[src/adc_ctrl_pkg.sv]
package adc_ctrl_pkg;

  ////////////////////////////////////////////////////////////////////////////
  // SPI frame constants
  ////////////////////////////////////////////////////////////////////////////

  localparam int          SPI_FRAME_BITS    = 16;    // Bits per n_cs low window
  localparam logic [1:0]  OTF_SAMPLE_PREFIX = 2'b10; // On-the-fly sample request code
  localparam int          ADC_CHANNELS      = 8;     // Channels in one full read

  ////////////////////////////////////////////////////////////////////////////
  // Command word
  ////////////////////////////////////////////////////////////////////////////

  // Recognized opcodes
  // Every other opcode value lands in the error state
  typedef enum logic [2:0] {
    OP_NOOP     = 3'd0, // Wait only
    OP_READ_ALL = 3'd2, // Channels 0 to 7 then wait
    OP_READ_ONE = 3'd3, // One channel
    OP_CANCEL   = 3'd7  // Ends a delay or trigger wait
  } adc_opcode_e;

  typedef struct packed {
    logic [2:0]  opcode; // Raw opcode bits
    logic        trig;   // Wait on trigger pulses instead of delay
    logic        cont;   // Another command must follow
    logic [1:0]  spare;
    logic [24:0] count;  // Delay cycles or trigger count
  } adc_cmd_t;

  // Sequencer states
  typedef enum logic [2:0] {
    ST_IDLE,
    ST_DELAY,
    ST_TRIG_WAIT,
    ST_READ_ALL,
    ST_READ_ONE,
    ST_ERROR
  } adc_state_e;

  // Sticky error flags
  typedef struct packed {
    logic unexp_trig;
    logic delay_too_short;
    logic bad_cmd;
    logic cmd_underflow;
    logic data_overflow;
  } adc_err_t;

  ////////////////////////////////////////////////////////////////////////////
  // Internal transfer types
  ////////////////////////////////////////////////////////////////////////////

  typedef struct packed {
    logic       start;     // One cycle strobe
    logic [2:0] chan;      // Channel to request
    logic       expect_rx; // Frame returns the previous request's sample
  } adc_frame_req_t;

  typedef struct packed {
    logic        valid;
    logic [15:0] data;
  } adc_sample_t;

  // Request word is prefix then channel then zero fill
  function automatic logic [SPI_FRAME_BITS-1:0] otf_request(input logic [2:0] chan);
    return {OTF_SAMPLE_PREFIX, chan, {(SPI_FRAME_BITS - 5){1'b0}}};
  endfunction

endpackage
[src/adc_ctrl_top.sv]
`timescale 1ns/1ps

module adc_ctrl_top
  import adc_ctrl_pkg::*;
#(
  parameter int unsigned CS_HIGH_CYCLES = 8 // n_cs high cycles between frames
) (
  input  logic        clk,
  input  logic        resetn,
  // Command buffer
  output logic        cmd_rd_en,
  input  adc_cmd_t    cmd_word,
  input  logic        cmd_empty,
  // Data buffer
  output logic        data_wr_en,
  output logic [31:0] data_word,
  input  logic        data_full,
  // Status
  input  logic        trigger,
  output logic        waiting_for_trig,
  output adc_err_t    err,
  // ADC pins
  output logic        n_cs,
  output logic        mosi,
  input  logic        miso
);

  adc_frame_req_t frame_req;
  logic           frame_done;
  adc_sample_t    sample;
  logic           single_pending;
  logic           data_overflow;  // From packer
  logic           halted;         // Error state reached
  adc_err_t       err_seq;

  ////////////////////////////////////////////////////////////////////////////
  // Blocks
  ////////////////////////////////////////////////////////////////////////////

  adc_cmd_sequencer adc_cmd_sequencer_i (
    .clk              (clk),
    .resetn           (resetn),
    .cmd_word         (cmd_word),
    .cmd_empty        (cmd_empty),
    .cmd_rd_en        (cmd_rd_en),
    .trigger          (trigger),
    .waiting_for_trig (waiting_for_trig),
    .frame_req        (frame_req),
    .frame_done       (frame_done),
    .single_pending   (single_pending),
    .data_overflow    (data_overflow),
    .err_seq          (err_seq),
    .halted           (halted)
  );

  adc_spi_frame_engine #(
    .CS_HIGH_CYCLES (CS_HIGH_CYCLES)
  ) adc_spi_frame_engine_i (
    .clk        (clk),
    .resetn     (resetn),
    .halted     (halted),
    .frame_req  (frame_req),
    .frame_done (frame_done),
    .sample     (sample),
    .n_cs       (n_cs),
    .mosi       (mosi),
    .miso       (miso)
  );

  adc_sample_packer adc_sample_packer_i (
    .clk            (clk),
    .resetn         (resetn),
    .halted         (halted),
    .sample         (sample),
    .single_pending (single_pending),
    .data_wr_en     (data_wr_en),
    .data_word      (data_word),
    .data_full      (data_full),
    .data_overflow  (data_overflow)
  );

  // Sequencer flags plus packer overflow
  always_comb begin
    err               = err_seq;
    err.data_overflow = data_overflow;
  end

endmodule

[src/adc_sample_packer.sv]
`timescale 1ns/1ps

module adc_sample_packer
  import adc_ctrl_pkg::*;
(
  input  logic        clk,
  input  logic        resetn,
  input  logic        halted,
  input  adc_sample_t sample,
  input  logic        single_pending, // Mark for one single read sample
  output logic        data_wr_en,
  output logic [31:0] data_word,
  input  logic        data_full,
  output logic        data_overflow   // Sticky
);

  logic [1:0]  singles;     // Pending single reads
  logic        take_single;
  logic        held;        // Low half of a pair stored
  logic [15:0] held_data;
  logic        try_write;
  logic [31:0] word_next;

  assign take_single = sample.valid && (singles != 2'd0);
  assign try_write   = take_single || (sample.valid && held);

  // Single gets zero upper half
  // Pair puts the earlier sample low
  assign word_next = take_single ? {16'd0, sample.data} : {sample.data, held_data};

  ////////////////////////////////////////////////////////////////////////////
  // Single read bookkeeping
  ////////////////////////////////////////////////////////////////////////////

  always_ff @(posedge clk) begin
    if (!resetn || halted) begin
      singles <= '0;
    end else if (single_pending && !take_single) begin
      if (singles != 2'd3) begin
        singles <= singles + 2'd1; // Saturate at 3
      end
    end else if (take_single && !single_pending) begin
      singles <= singles - 2'd1;
    end
  end

  // Alternate between holding and pairing
  always_ff @(posedge clk) begin
    if (!resetn || halted) begin
      held <= 1'b0;
    end else if (sample.valid && !take_single) begin
      held <= !held;
    end
  end

  always_ff @(posedge clk) begin
    if (sample.valid && !take_single && !held) begin
      held_data <= sample.data;
    end
  end

  ////////////////////////////////////////////////////////////////////////////
  // Data buffer write
  ////////////////////////////////////////////////////////////////////////////

  always_ff @(posedge clk) begin
    if (!resetn || halted) begin
      data_wr_en <= 1'b0;
    end else begin
      data_wr_en <= try_write && !data_full; // Word is dropped when full
    end
  end

  always_ff @(posedge clk) begin
    if (try_write && !data_full) begin
      data_word <= word_next;
    end
  end

  always_ff @(posedge clk) begin
    if (!resetn) begin
      data_overflow <= 1'b0;
    end else if (try_write && data_full && !halted) begin
      data_overflow <= 1'b1;
    end
  end

endmodule

[src/adc_spi_frame_engine.sv]
`timescale 1ns/1ps

module adc_spi_frame_engine
  import adc_ctrl_pkg::*;
#(
  parameter int unsigned CS_HIGH_CYCLES = 8 // n_cs high gap before each frame
) (
  input  logic           clk,
  input  logic           resetn,
  input  logic           halted,
  input  adc_frame_req_t frame_req,
  output logic           frame_done,
  output adc_sample_t    sample,
  output logic           n_cs,
  output logic           mosi,
  input  logic           miso
);

  localparam int BIT_CNT_W = $clog2(SPI_FRAME_BITS);

  logic                      cs_wait;   // Counting the high gap
  logic                      shifting;  // n_cs low window
  logic [7:0]                cs_timer;
  logic [BIT_CNT_W-1:0]      bit_cnt;
  logic [SPI_FRAME_BITS-1:0] tx_shift;
  logic [SPI_FRAME_BITS-1:0] rx_shift;
  logic                      expect_q;  // Frame carries a sample back
  logic                      idle;
  logic                      accept;
  logic                      last_bit;
  logic                      sample_valid;
  logic [15:0]               sample_data;

  assign idle     = !cs_wait && !shifting;
  assign accept   = idle && frame_req.start;
  assign last_bit = shifting && (bit_cnt == '0);
  assign mosi     = tx_shift[SPI_FRAME_BITS-1]; // MSB first

  ////////////////////////////////////////////////////////////////////////////
  // Chip select and bit timing
  ////////////////////////////////////////////////////////////////////////////

  always_ff @(posedge clk) begin
    if (!resetn || halted) begin
      cs_wait  <= 1'b0;
      shifting <= 1'b0;
      cs_timer <= '0;
      bit_cnt  <= '0;
      n_cs     <= 1'b1;
    end else if (accept) begin
      cs_wait  <= 1'b1;
      cs_timer <= 8'(CS_HIGH_CYCLES - 1);
    end else if (cs_wait) begin
      if (cs_timer == '0) begin
        cs_wait  <= 1'b0;
        shifting <= 1'b1;
        n_cs     <= 1'b0;                         // Low for exactly 16 cycles
        bit_cnt  <= BIT_CNT_W'(SPI_FRAME_BITS - 1);
      end else begin
        cs_timer <= cs_timer - 8'd1;
      end
    end else if (shifting) begin
      if (last_bit) begin
        shifting <= 1'b0;
        n_cs     <= 1'b1; // Rises together with frame_done
      end else begin
        bit_cnt  <= bit_cnt - 1'b1;
      end
    end
  end

  // Transmit word
  always_ff @(posedge clk) begin
    if (!resetn || halted) begin
      tx_shift <= '0; // Keeps mosi quiet
    end else if (accept) begin
      tx_shift <= otf_request(frame_req.chan);
    end else if (shifting) begin
      tx_shift <= {tx_shift[SPI_FRAME_BITS-2:0], 1'b0};
    end
  end

  // Receive side and request flags
  always_ff @(posedge clk) begin
    if (accept) begin
      expect_q <= frame_req.expect_rx;
    end
    if (shifting) begin
      rx_shift <= {rx_shift[SPI_FRAME_BITS-2:0], miso}; // Sample miso each low cycle
    end
  end

  ////////////////////////////////////////////////////////////////////////////
  // Frame completion and sample output
  ////////////////////////////////////////////////////////////////////////////

  always_ff @(posedge clk) begin
    if (!resetn || halted) begin
      frame_done   <= 1'b0;
      sample_valid <= 1'b0;
    end else begin
      frame_done   <= last_bit;
      sample_valid <= frame_done && expect_q; // Cycle after frame_done
    end
  end

  always_ff @(posedge clk) begin
    if (frame_done) begin
      sample_data <= rx_shift;
    end
  end

  assign sample = '{valid: sample_valid, data: sample_data};

endmodule

[src/adc_cmd_sequencer.sv]
`timescale 1ns/1ps

module adc_cmd_sequencer
  import adc_ctrl_pkg::*;
(
  input  logic           clk,
  input  logic           resetn,
  input  adc_cmd_t       cmd_word,         // Head of command buffer
  input  logic           cmd_empty,
  output logic           cmd_rd_en,        // Pop head word
  input  logic           trigger,
  output logic           waiting_for_trig,
  output adc_frame_req_t frame_req,
  input  logic           frame_done,
  output logic           single_pending,   // Next sample is a single read
  input  logic           data_overflow,    // Sticky flag from packer
  output adc_err_t       err_seq,
  output logic           halted
);

  adc_state_e  state;
  adc_state_e  next_cmd_state;  // Where the head command leads
  logic        cmd_ready;
  logic        cmd_done;
  logic        do_next_cmd;
  logic        cancel_wait;
  logic        is_read_op;
  logic        wait_trig;       // Latched trig bit of running command
  logic        expect_next;     // Latched cont bit
  logic [24:0] delay_timer;
  logic [24:0] trig_cnt;
  logic        delay_done;
  logic        trig_done;
  logic [3:0]  frame_idx;       // Frame number within a read
  logic [3:0]  next_idx;
  logic        last_frame;
  logic        read_done;
  adc_err_t    err_now;         // Error conditions this cycle
  logic        any_err;

  ////////////////////////////////////////////////////////////////////////////
  // Decode and completion
  ////////////////////////////////////////////////////////////////////////////

  assign cmd_ready  = !cmd_empty;
  assign is_read_op = (cmd_word.opcode == OP_READ_ALL) || (cmd_word.opcode == OP_READ_ONE);
  assign delay_done = (delay_timer == '0);
  assign trig_done  = (trigger && trig_cnt == 25'd1) || (trig_cnt == '0); // Count 0 ends at once
  assign next_idx   = frame_idx + 4'd1;

  // Eight reads plus dummy frame or one read plus dummy
  assign last_frame = (state == ST_READ_ALL && frame_idx == 4'(ADC_CHANNELS))
                   || (state == ST_READ_ONE && frame_idx == 4'd1);
  assign read_done  = frame_done && last_frame;

  always_comb begin
    case (state)
      ST_IDLE:      cmd_done = cmd_ready;
      ST_DELAY:     cmd_done = delay_done;
      ST_TRIG_WAIT: cmd_done = trig_done;
      ST_READ_ALL:  cmd_done = read_done && (wait_trig ? trig_done : delay_done);
      ST_READ_ONE:  cmd_done = read_done;
      default:      cmd_done = 1'b0; // Halted
    endcase
  end

  assign do_next_cmd = cmd_done && cmd_ready;

  // Cancel only acts on a pending wait
  assign cancel_wait = cmd_ready && (cmd_word.opcode == OP_CANCEL)
                    && (state == ST_DELAY || state == ST_TRIG_WAIT
                        || (state == ST_READ_ALL && read_done));

  always_comb begin
    if (!cmd_ready) begin
      next_cmd_state = expect_next ? ST_ERROR : ST_IDLE; // Underflow when more was promised
    end else begin
      case (cmd_word.opcode)
        OP_NOOP:     next_cmd_state = cmd_word.trig ? ST_TRIG_WAIT : ST_DELAY;
        OP_READ_ALL: next_cmd_state = ST_READ_ALL;
        OP_READ_ONE: next_cmd_state = ST_READ_ONE;
        OP_CANCEL:   next_cmd_state = ST_IDLE;
        default:     next_cmd_state = ST_ERROR; // Bad opcode
      endcase
    end
  end

  assign cmd_rd_en        = !halted && cmd_ready && (cmd_done || cancel_wait);
  assign waiting_for_trig = (state == ST_TRIG_WAIT);
  assign halted           = (state == ST_ERROR);

  ////////////////////////////////////////////////////////////////////////////
  // Error detection
  ////////////////////////////////////////////////////////////////////////////

  always_comb begin
    err_now                 = '0; // Overflow bit stays zero here
    err_now.unexp_trig      = trigger && (state != ST_TRIG_WAIT) && (trig_cnt <= 25'd1);
    err_now.delay_too_short = (state == ST_READ_ALL) && !read_done && !wait_trig && delay_done;
    err_now.bad_cmd         = do_next_cmd && (next_cmd_state == ST_ERROR);
    err_now.cmd_underflow   = cmd_done && expect_next && !cmd_ready;
  end

  assign any_err = !halted && ((|err_now) || data_overflow);

  always_ff @(posedge clk) begin
    if (!resetn) begin
      err_seq <= '0;
    end else if (!halted) begin
      err_seq <= err_seq | err_now; // Sticky until reset
    end
  end

  ////////////////////////////////////////////////////////////////////////////
  // State and command registers
  ////////////////////////////////////////////////////////////////////////////

  always_ff @(posedge clk) begin
    if (!resetn) begin
      state <= ST_IDLE;
    end else if (any_err) begin
      state <= ST_ERROR;       // Stays here until reset
    end else if (cancel_wait) begin
      state <= ST_IDLE;
    end else if (cmd_done) begin
      state <= next_cmd_state;
    end else if (state == ST_READ_ALL && read_done) begin
      state <= wait_trig ? ST_TRIG_WAIT : ST_DELAY; // Remaining wait after reads
    end
  end

  always_ff @(posedge clk) begin
    if (!resetn || halted) begin
      wait_trig   <= 1'b0;
      expect_next <= 1'b0;
    end else if (do_next_cmd) begin
      wait_trig   <= cmd_word.trig;
      expect_next <= cmd_word.cont && (cmd_word.opcode != OP_CANCEL);
    end else if (cancel_wait) begin
      expect_next <= 1'b0; // Cancel itself is the follow-up
    end
  end

  // Delay runs from the pop of the command
  always_ff @(posedge clk) begin
    if (!resetn || halted || cancel_wait) begin
      delay_timer <= '0;
    end else if (do_next_cmd && !cmd_word.trig
                 && (cmd_word.opcode == OP_NOOP || cmd_word.opcode == OP_READ_ALL)) begin
      delay_timer <= cmd_word.count;
    end else if (!delay_done) begin
      delay_timer <= delay_timer - 25'd1;
    end
  end

  always_ff @(posedge clk) begin
    if (!resetn || halted || cancel_wait) begin
      trig_cnt <= '0;
    end else if (do_next_cmd && cmd_word.trig
                 && (cmd_word.opcode == OP_NOOP || cmd_word.opcode == OP_READ_ALL)) begin
      trig_cnt <= cmd_word.count;
    end else if (trigger && trig_cnt != '0) begin
      trig_cnt <= trig_cnt - 25'd1; // One pulse consumed
    end
  end

  ////////////////////////////////////////////////////////////////////////////
  // Frame sequencing
  ////////////////////////////////////////////////////////////////////////////

  always_ff @(posedge clk) begin
    if (!resetn || halted) begin
      frame_idx <= '0;
    end else if (do_next_cmd && is_read_op) begin
      frame_idx <= '0;
    end else if (frame_done && !last_frame) begin
      frame_idx <= next_idx;
    end
  end

  // New start only at command start or on frame_done
  always_comb begin
    frame_req = '0;
    if (do_next_cmd && is_read_op) begin
      frame_req.start     = 1'b1;
      frame_req.chan      = (cmd_word.opcode == OP_READ_ONE) ? cmd_word.count[2:0] : 3'd0;
      frame_req.expect_rx = 1'b0; // Nothing requested yet
    end else if (frame_done && !last_frame
                 && (state == ST_READ_ALL || state == ST_READ_ONE)) begin
      frame_req.start     = 1'b1;
      frame_req.chan      = (state == ST_READ_ALL) ? next_idx[2:0] : 3'd0; // Ninth wraps to 0
      frame_req.expect_rx = 1'b1;
    end
  end

  // Sample of the single read follows this frame_done
  assign single_pending = read_done && (state == ST_READ_ONE);

endmodule

[config.mk]
export PLATFORM = sky130hd
export DESIGN_NAME = adc_ctrl_top
export DESIGN_NICKNAME = d
export VERILOG_FILES = /design/src/adc_ctrl_pkg.sv /design/src/adc_ctrl_top.sv /design/src/adc_sample_packer.sv /design/src/adc_spi_frame_engine.sv /design/src/adc_cmd_sequencer.sv
export SDC_FILE = /design/constraint.sdc
export NUM_CORES = 1
export LEC_CHECK = 0
export BUFFER_PORTS_ARGS = -buffer_cell sky130_fd_sc_hd__buf_4
export CAP_MARGIN = 30
export CORE_UTILIZATION = 45
export CTS_CLUSTER_SIZE = 40
export DETAILED_ROUTE_END_ITERATION = 10
export PLACE_DENSITY = 0.7
export SLEW_MARGIN = 0
export SYNTH_ARGS = -nofsm -noshare
export SYNTH_HDL_FRONTEND = slang
export SYNTH_SLANG_ARGS = --single-unit
[constraint.sdc]
create_clock -name clk -period 4.3 [get_ports clk]
set_clock_uncertainty 0.2 [all_clocks]
set_input_delay 0.645 -clock clk [delete_from_list [all_inputs] [get_ports clk]]
set_output_delay 0.645 -clock clk [all_outputs]
set_load 0.1 [all_outputs]
* Yosys cells after proc, flatten, opt, wreduce, memory -nomap -nowiden
Index checks and enable logic that the tools add are counted.
** Word-level totals
- Output and inout port bits :: 42
- Bits in writable memories :: 0
- Logic and storage cells :: 204
- Memories :: 0
- ROM bits :: 0
- Latch bits :: 0
- Bits of input ports :: 38
- Bits in registers :: 172
** Operators by class
- $mul :: 0
- Muxes and demuxes :: 45
- Shift-type cells :: 0
- Divide/modulo/power cells :: 0
- Eq/ne operators :: 20
- Add/sub/neg operators :: 7
- Reductions and logical operators :: 95
- Bitwise logic cells :: 4
- $lt $le $gt $ge :: 1
** Operators with widths (count)
- $mux 25 :: 4
- $logic_not 25->1 :: 2
- $sub 25x1->25 const B :: 2
- $mux 16 :: 3
- $logic_and 1x1->1 :: 43
- $mux 3 :: 11
- $eq 25x1->1 const B :: 1
- $le 25x1->1 const B :: 1
- $reduce_bool 25->1 :: 1
- $reduce_bool 2->1 :: 9
- $mux 4 :: 4
- $mux 1 :: 14
- $logic_not 1->1 :: 13
- $eq 3x2->1 const B :: 4
- $eq 3x3->1 const B :: 4
- $logic_or 1x1->1 :: 12
- $pmux 3 s4 :: 1
- $mux 2 :: 5
- $mux 5 :: 2
- $logic_not 8->1 :: 1
- $ne 2x2->1 const B :: 4
- $reduce_and 2->1 :: 4
- $reduce_and 4->1 :: 2
- $sub 8x1->8 const B :: 1
- other kinds (19) :: 24

* Logic depth before layout (Yosys ltp)
- Word-level depth :: 12
- Depth in mapped cells :: 13
- Depth with buffers taken out :: 12

* By module
Synthesis repeated with hierarchy kept, for this count alone.
** Second synthesis, totals
- Cells, all modules :: 735
- Area total of the unflattened synthesis :: 8107.8 um^2
** Modules (own cells, without submodules)
- adc_cmd_sequencer :: area an instance 4038.9 um^2, cells each 473, times used 1, sequential area each 1261.2 um^2
- adc_sample_packer :: area an instance 2030.7 um^2, cells each 116, times used 1, sequential area each 1541.5 um^2
- adc_spi_frame_engine :: area an instance 2030.7 um^2, cells each 145, times used 1, sequential area each 1431.4 um^2
- adc_ctrl_top :: area an instance 7.5 um^2, cells each 1, times used 1, sequential area each 0.0 um^2

* Worst setup path after synthesis
OpenSTA, ideal clock, no wires.
- Path type :: register to output
- From :: register adc_cmd_sequencer_i.delay_timer[9]
- To :: output port cmd_rd_en
- Data required time :: 3.455 ns
- Cell stages (with the launch flop) :: 7
- Slack :: 0.031 ns
- Arrival time :: 3.424 ns
- Buffers on the path :: 1
- Cells stage by stage :: dfxtp_1 > or4_4 > or4_1 > buf_2 > nor4b_4 > nor2_1 > a21oi_1
** Between the ends
- Longest elaborated chain between the ends :: 6
** Ends and longest elaborated chain
- from (decl) :: line adc_cmd_sequencer.sv:30 : logic [24:0] delay_timer;
- from (signal assigned) :: line adc_cmd_sequencer.sv:150 : delay_timer <= cmd_word.count;
- from (signal assigned) :: line adc_cmd_sequencer.sv:152 : delay_timer <= delay_timer - 25'd1;
- $logic_not 25->1 (*) :: line adc_cmd_sequencer.sv:47 : assign delay_done = (delay_timer == '0);
- $mux 1 :: line adc_cmd_sequencer.sv:61 : ST_READ_ALL: cmd_done = read_done && (wait_trig ? trig_done : delay_done);
- $logic_and 1x1->1 :: line adc_cmd_sequencer.sv:61
- $pmux 1 s5 (*) :: line adc_cmd_sequencer.sv:57 : case (state)
- $logic_or 1x1->1 (*) :: line adc_cmd_sequencer.sv:88 : assign cmd_rd_en = !halted && cmd_ready && (cmd_done || cancel_wait);
- $logic_and 1x1->1 (*) :: line adc_cmd_sequencer.sv:88
- to (decl) :: line adc_ctrl_top.sv:11 : output logic cmd_rd_en,
Every way passes the cells marked *; elsewhere a longest branch is shown, timed or not.

* Final worst setup path
- From :: register adc_cmd_sequencer_i.trig_cnt[2]
- To :: output port cmd_rd_en
** Between the ends
- Longest elaborated chain between the ends :: 8
- Elaborated cells between the ends (all ways) :: 9
- Those cells by class :: eq/ne (1); mux (2); reduce/logical (6)
** Ends and longest elaborated chain
- from (decl) :: line adc_cmd_sequencer.sv:31 : logic [24:0] trig_cnt;
- from (signal assigned) :: line adc_cmd_sequencer.sv:161 : trig_cnt <= cmd_word.count;
- from (signal assigned) :: line adc_cmd_sequencer.sv:163 : trig_cnt <= trig_cnt - 25'd1;
- $eq 25x1->1 :: line adc_cmd_sequencer.sv:48 : assign trig_done = (trigger && trig_cnt == 25'd1) || (trig_cnt == '0);
- $logic_and 1x1->1 :: line adc_cmd_sequencer.sv:48
- $logic_or 1x1->1 (*) :: line adc_cmd_sequencer.sv:48
- $mux 1 :: line adc_cmd_sequencer.sv:61
- $logic_and 1x1->1 :: line adc_cmd_sequencer.sv:61
- $pmux 1 s5 (*) :: line adc_cmd_sequencer.sv:57
- $logic_or 1x1->1 (*) :: line adc_cmd_sequencer.sv:88
- $logic_and 1x1->1 (*) :: line adc_cmd_sequencer.sv:88
Marks and branches as above.

==> impl_metrics.yaml <==
sta:
  setup_ws_ns: 0.312
  setup_viol_count_final: 0
  hold_slack_ns: 0.194
  fin_crit_ns: 3.99
  finalCritPeriodShare: 0.927
  worst_pin_slew_ns: 0.868
  finalHoldViolations: 0
  relSlewSlack: 0.420
  setup_tns_ns: 0
  fmax_mhz: 251
  maxSlewViolCount: 0
  rsz0062_at_grt: "no"
synth:
  yosysWarnings: 0
  synth_seq_cells: 171
  muxShareOfSynthArea: 0.0384
  synth_top_family_by_area: "simple AND/OR/NAND/NOR gates"
  yosysTopAreaCell: "edfxtp_1"
  synthAdderAreaFrac: 0.0165
  yosys.area_share.simple: 0.189
  synth-xor-area-share: 0.0637
  synthTopCellsByCount: "dfxtp_1 (90), nor2_1 (88), edfxtp_1 (81)"
  synthTopCellsByArea: "edfxtp_1 (32%), dfxtp_1 (24%), nor2_1 (4.4%)"
  yosysMostFrequentCell: "dfxtp_1"
  synth_nets: 760
  synth_edf_count: 81
  synth_cell_types: 60
  synth_compound_area_frac: 0.102
  syn_area_um2: 7560
  async_flop_share: 0
  yosysSeqAreaShare: 0.560
  syn_inst: 712
  ys.flop_type: "dfxtp_1"
  syn_avg_cell_area_um2: 10.6
  synth_top_area_frac: 0.322
place:
  hpwl_mm: 11.4
  place_ws_ns: 0.764
  placed_area_um2: 8340
  io_buffers: 77
  gp_congestion: 0.939
setup_path:
  cp.buffers_inverters: 1
  endpoint_kind: "primary output"
  crit_family: "simple AND/OR/NAND/NOR gates"
  path_max_fanout: 6
  cp_slowest_cell: "or4_1"
  worstPathRequired_ns: 3.45
  path_class: "reg -> out"
  cp.arrival_ns: 3.14
  slowest_delay_ns: 0.60
  cp-start-kind: "flip-flop"
  cp_cell_sequence: "or4_1, nand2b_1, or3_1, o21ai_1, nor2_1, a21oi_1, buf_4"
clock_network:
  cts_tree: "done"
  clk_pin_slew_ns: 0.07
  worstSkewPairLatency_ns: 0.43
  hold_buffers: 0
  cts_made_buffers: 17
  cts_resized: 0
  clockBufferDepth: 2
  post_cts_buffers: 0
  cts_sinks: 171
  root_buffer: "clkbuf_16"
  htree_levels: 4
global_route:
  grtUsageTotal: 0.195
  antenna_found_initial: 0
  gr-total-overflow: 0
  grt_first_pass_wirelength_mm: 26.8
  grt_max_degree: 51
  grt_pass1_vias: 5465
hold_path:
  hold_path.class: "in -> reg"
drt:
  vias: 5494
  drc: 0
  antenna_left: 0
  wire_per_inst_um: 15.8
  drt-pass1-iter-count: 5
  routed_wl_mm: 16.1
  drt_iter0_markers: 398
  via_per_inst: 5.41
cells_and_area:
  final_area_um2: 8910
  fin_nets: 830
  layout-drive-gt1-share: 0.197
  syn2layout_area_growth_pct: 17.8
  num_antenna_cells: 0
power:
  ir_drop_uv: 349
  power_leakage_uw: 0.00328
  internal_power_uw: 3450
  fin_total_pwr_uw: 5380
  sw_frac_of_total: 0.359
  p_seq_frac: 0.400
  clkPwrFrac: 0.276
  power_density_nw_per_um2: 604
  combPwrFrac: 0.324
  p_switching_uw: 1930
status:
  outcome: "finished, final reports clean"
die:
  dieWidth_um: 132
  start_util: 0.458
  coreArea_um2: 16500
  rows: 47
  fp.dieH_um: 132
  boundaryPins: 80
  dieArea_um2: 17300
job:
  max_cap_viol_count: 0
-- routing by layer --
layer  track usage  wire length [µm]
met3        0.0374               761
met1         0.238              6870
met4        0.0691               300
met5             0                 0
met2         0.341              8150
-- final timing paths --
kind | startpoint | endpoint | slack, ns | cells past startpoint
worst max-delay path | adc_cmd_sequencer_i.trig_cnt[2] | cmd_rd_en | 0.31 | 7
worst min register to register | adc_spi_frame_engine_i.rx_shift[15] | adc_spi_frame_engine_i.sample_data[15] | 0.23 | 0
worst min-delay path | miso | adc_spi_frame_engine_i.rx_shift[0] | 0.19 | 1
worst max register to register | adc_cmd_sequencer_i.trig_cnt[2] | adc_cmd_sequencer_i.delay_timer[24] | 0.83 | 9
-- power by group through the flow --
stage | registers (µW) | logic, µW | clock network [µW]
finish | 2150 | 1740 | 1480
CTS | 2150 | 1750 | 1510
global placement | 2170 | 1670 | 0
floorplan | 2170 | 1380 | 0
detailed placement | 2180 | 1730 | 0
global route | 2190 | 1950 | 1580
-- registers in the layout, summed over array words and instances, names as in the netlist, 3 cells and up --
name,flops
adc_cmd_sequencer_i.frame_idx,4
adc_sample_packer_i.data_word,32
adc_spi_frame_engine_i.cs_timer,8
adc_cmd_sequencer_i.delay_timer,25
adc_cmd_sequencer_i.err_seq,4
adc_spi_frame_engine_i.tx_shift,5
adc_sample_packer_i.held_data,16
adc_cmd_sequencer_i.trig_cnt,25
adc_spi_frame_engine_i.bit_cnt,4
adc_spi_frame_engine_i.rx_shift,16
adc_spi_frame_engine_i.sample_data,16
adc_cmd_sequencer_i.state,3
-- through the flow --
stage / std cells / util
floorplan: 712 / -
finish: 1015 / 0.539
global route: 1015 / 0.539
global placement: 982 / 0.504
CTS: 1015 / 0.539
detailed placement: 983 / 0.505
-- cell usage in the layout (no fill, tap or decap), drive strengths merged, types with 2 or more instances in the layout --
cell type	count
o41a	3
mux2	16
o31ai	3
inv	25
mux2i	11
nand3b	7
a211oi	31
or4	7
nand2b	8
and2	18
nand2	62
edfxtp	81
o21ai	16
clkinv	5
or2	8
nor3	26
nor3b	4
nor2	88
a21boi	2
ha	10
o211ai	2
o22ai	2
nor4b	4
clkbuf	17
o21a	4
or3	7
a31oi	3
xor2	24
o31a	2
nor4	15
xnor2	31
a21oi	36
nand3	22
buf	87
nand4b	2
dfxtp	90
-- cells by family (layout without fill, tap and decap cells) --
logic type,count (synthesis),after routing
simple gates,285,285
xor+xnor,55,55
fa+ha+maj,10,10
buf+inv,52,135
flops,171,171
mux,27,27
compound gates,112,112
-- final cells by class --
| cell class | instances | area [µm²] |
|---|---|---|
| inverter | 16 | 60.1 |
| clock inverter | 15 | 150 |
| tap | 220 | 275 |
| multi-input combinational | 489 | 3110 |
| clock buffer | 17 | 425 |
| timing repair buffer | 87 | 661 |
| fill | 1413 | 7610 |
| sequential | 171 | 4230 |
No activity file was read; power rests on OpenSTA's default activity.
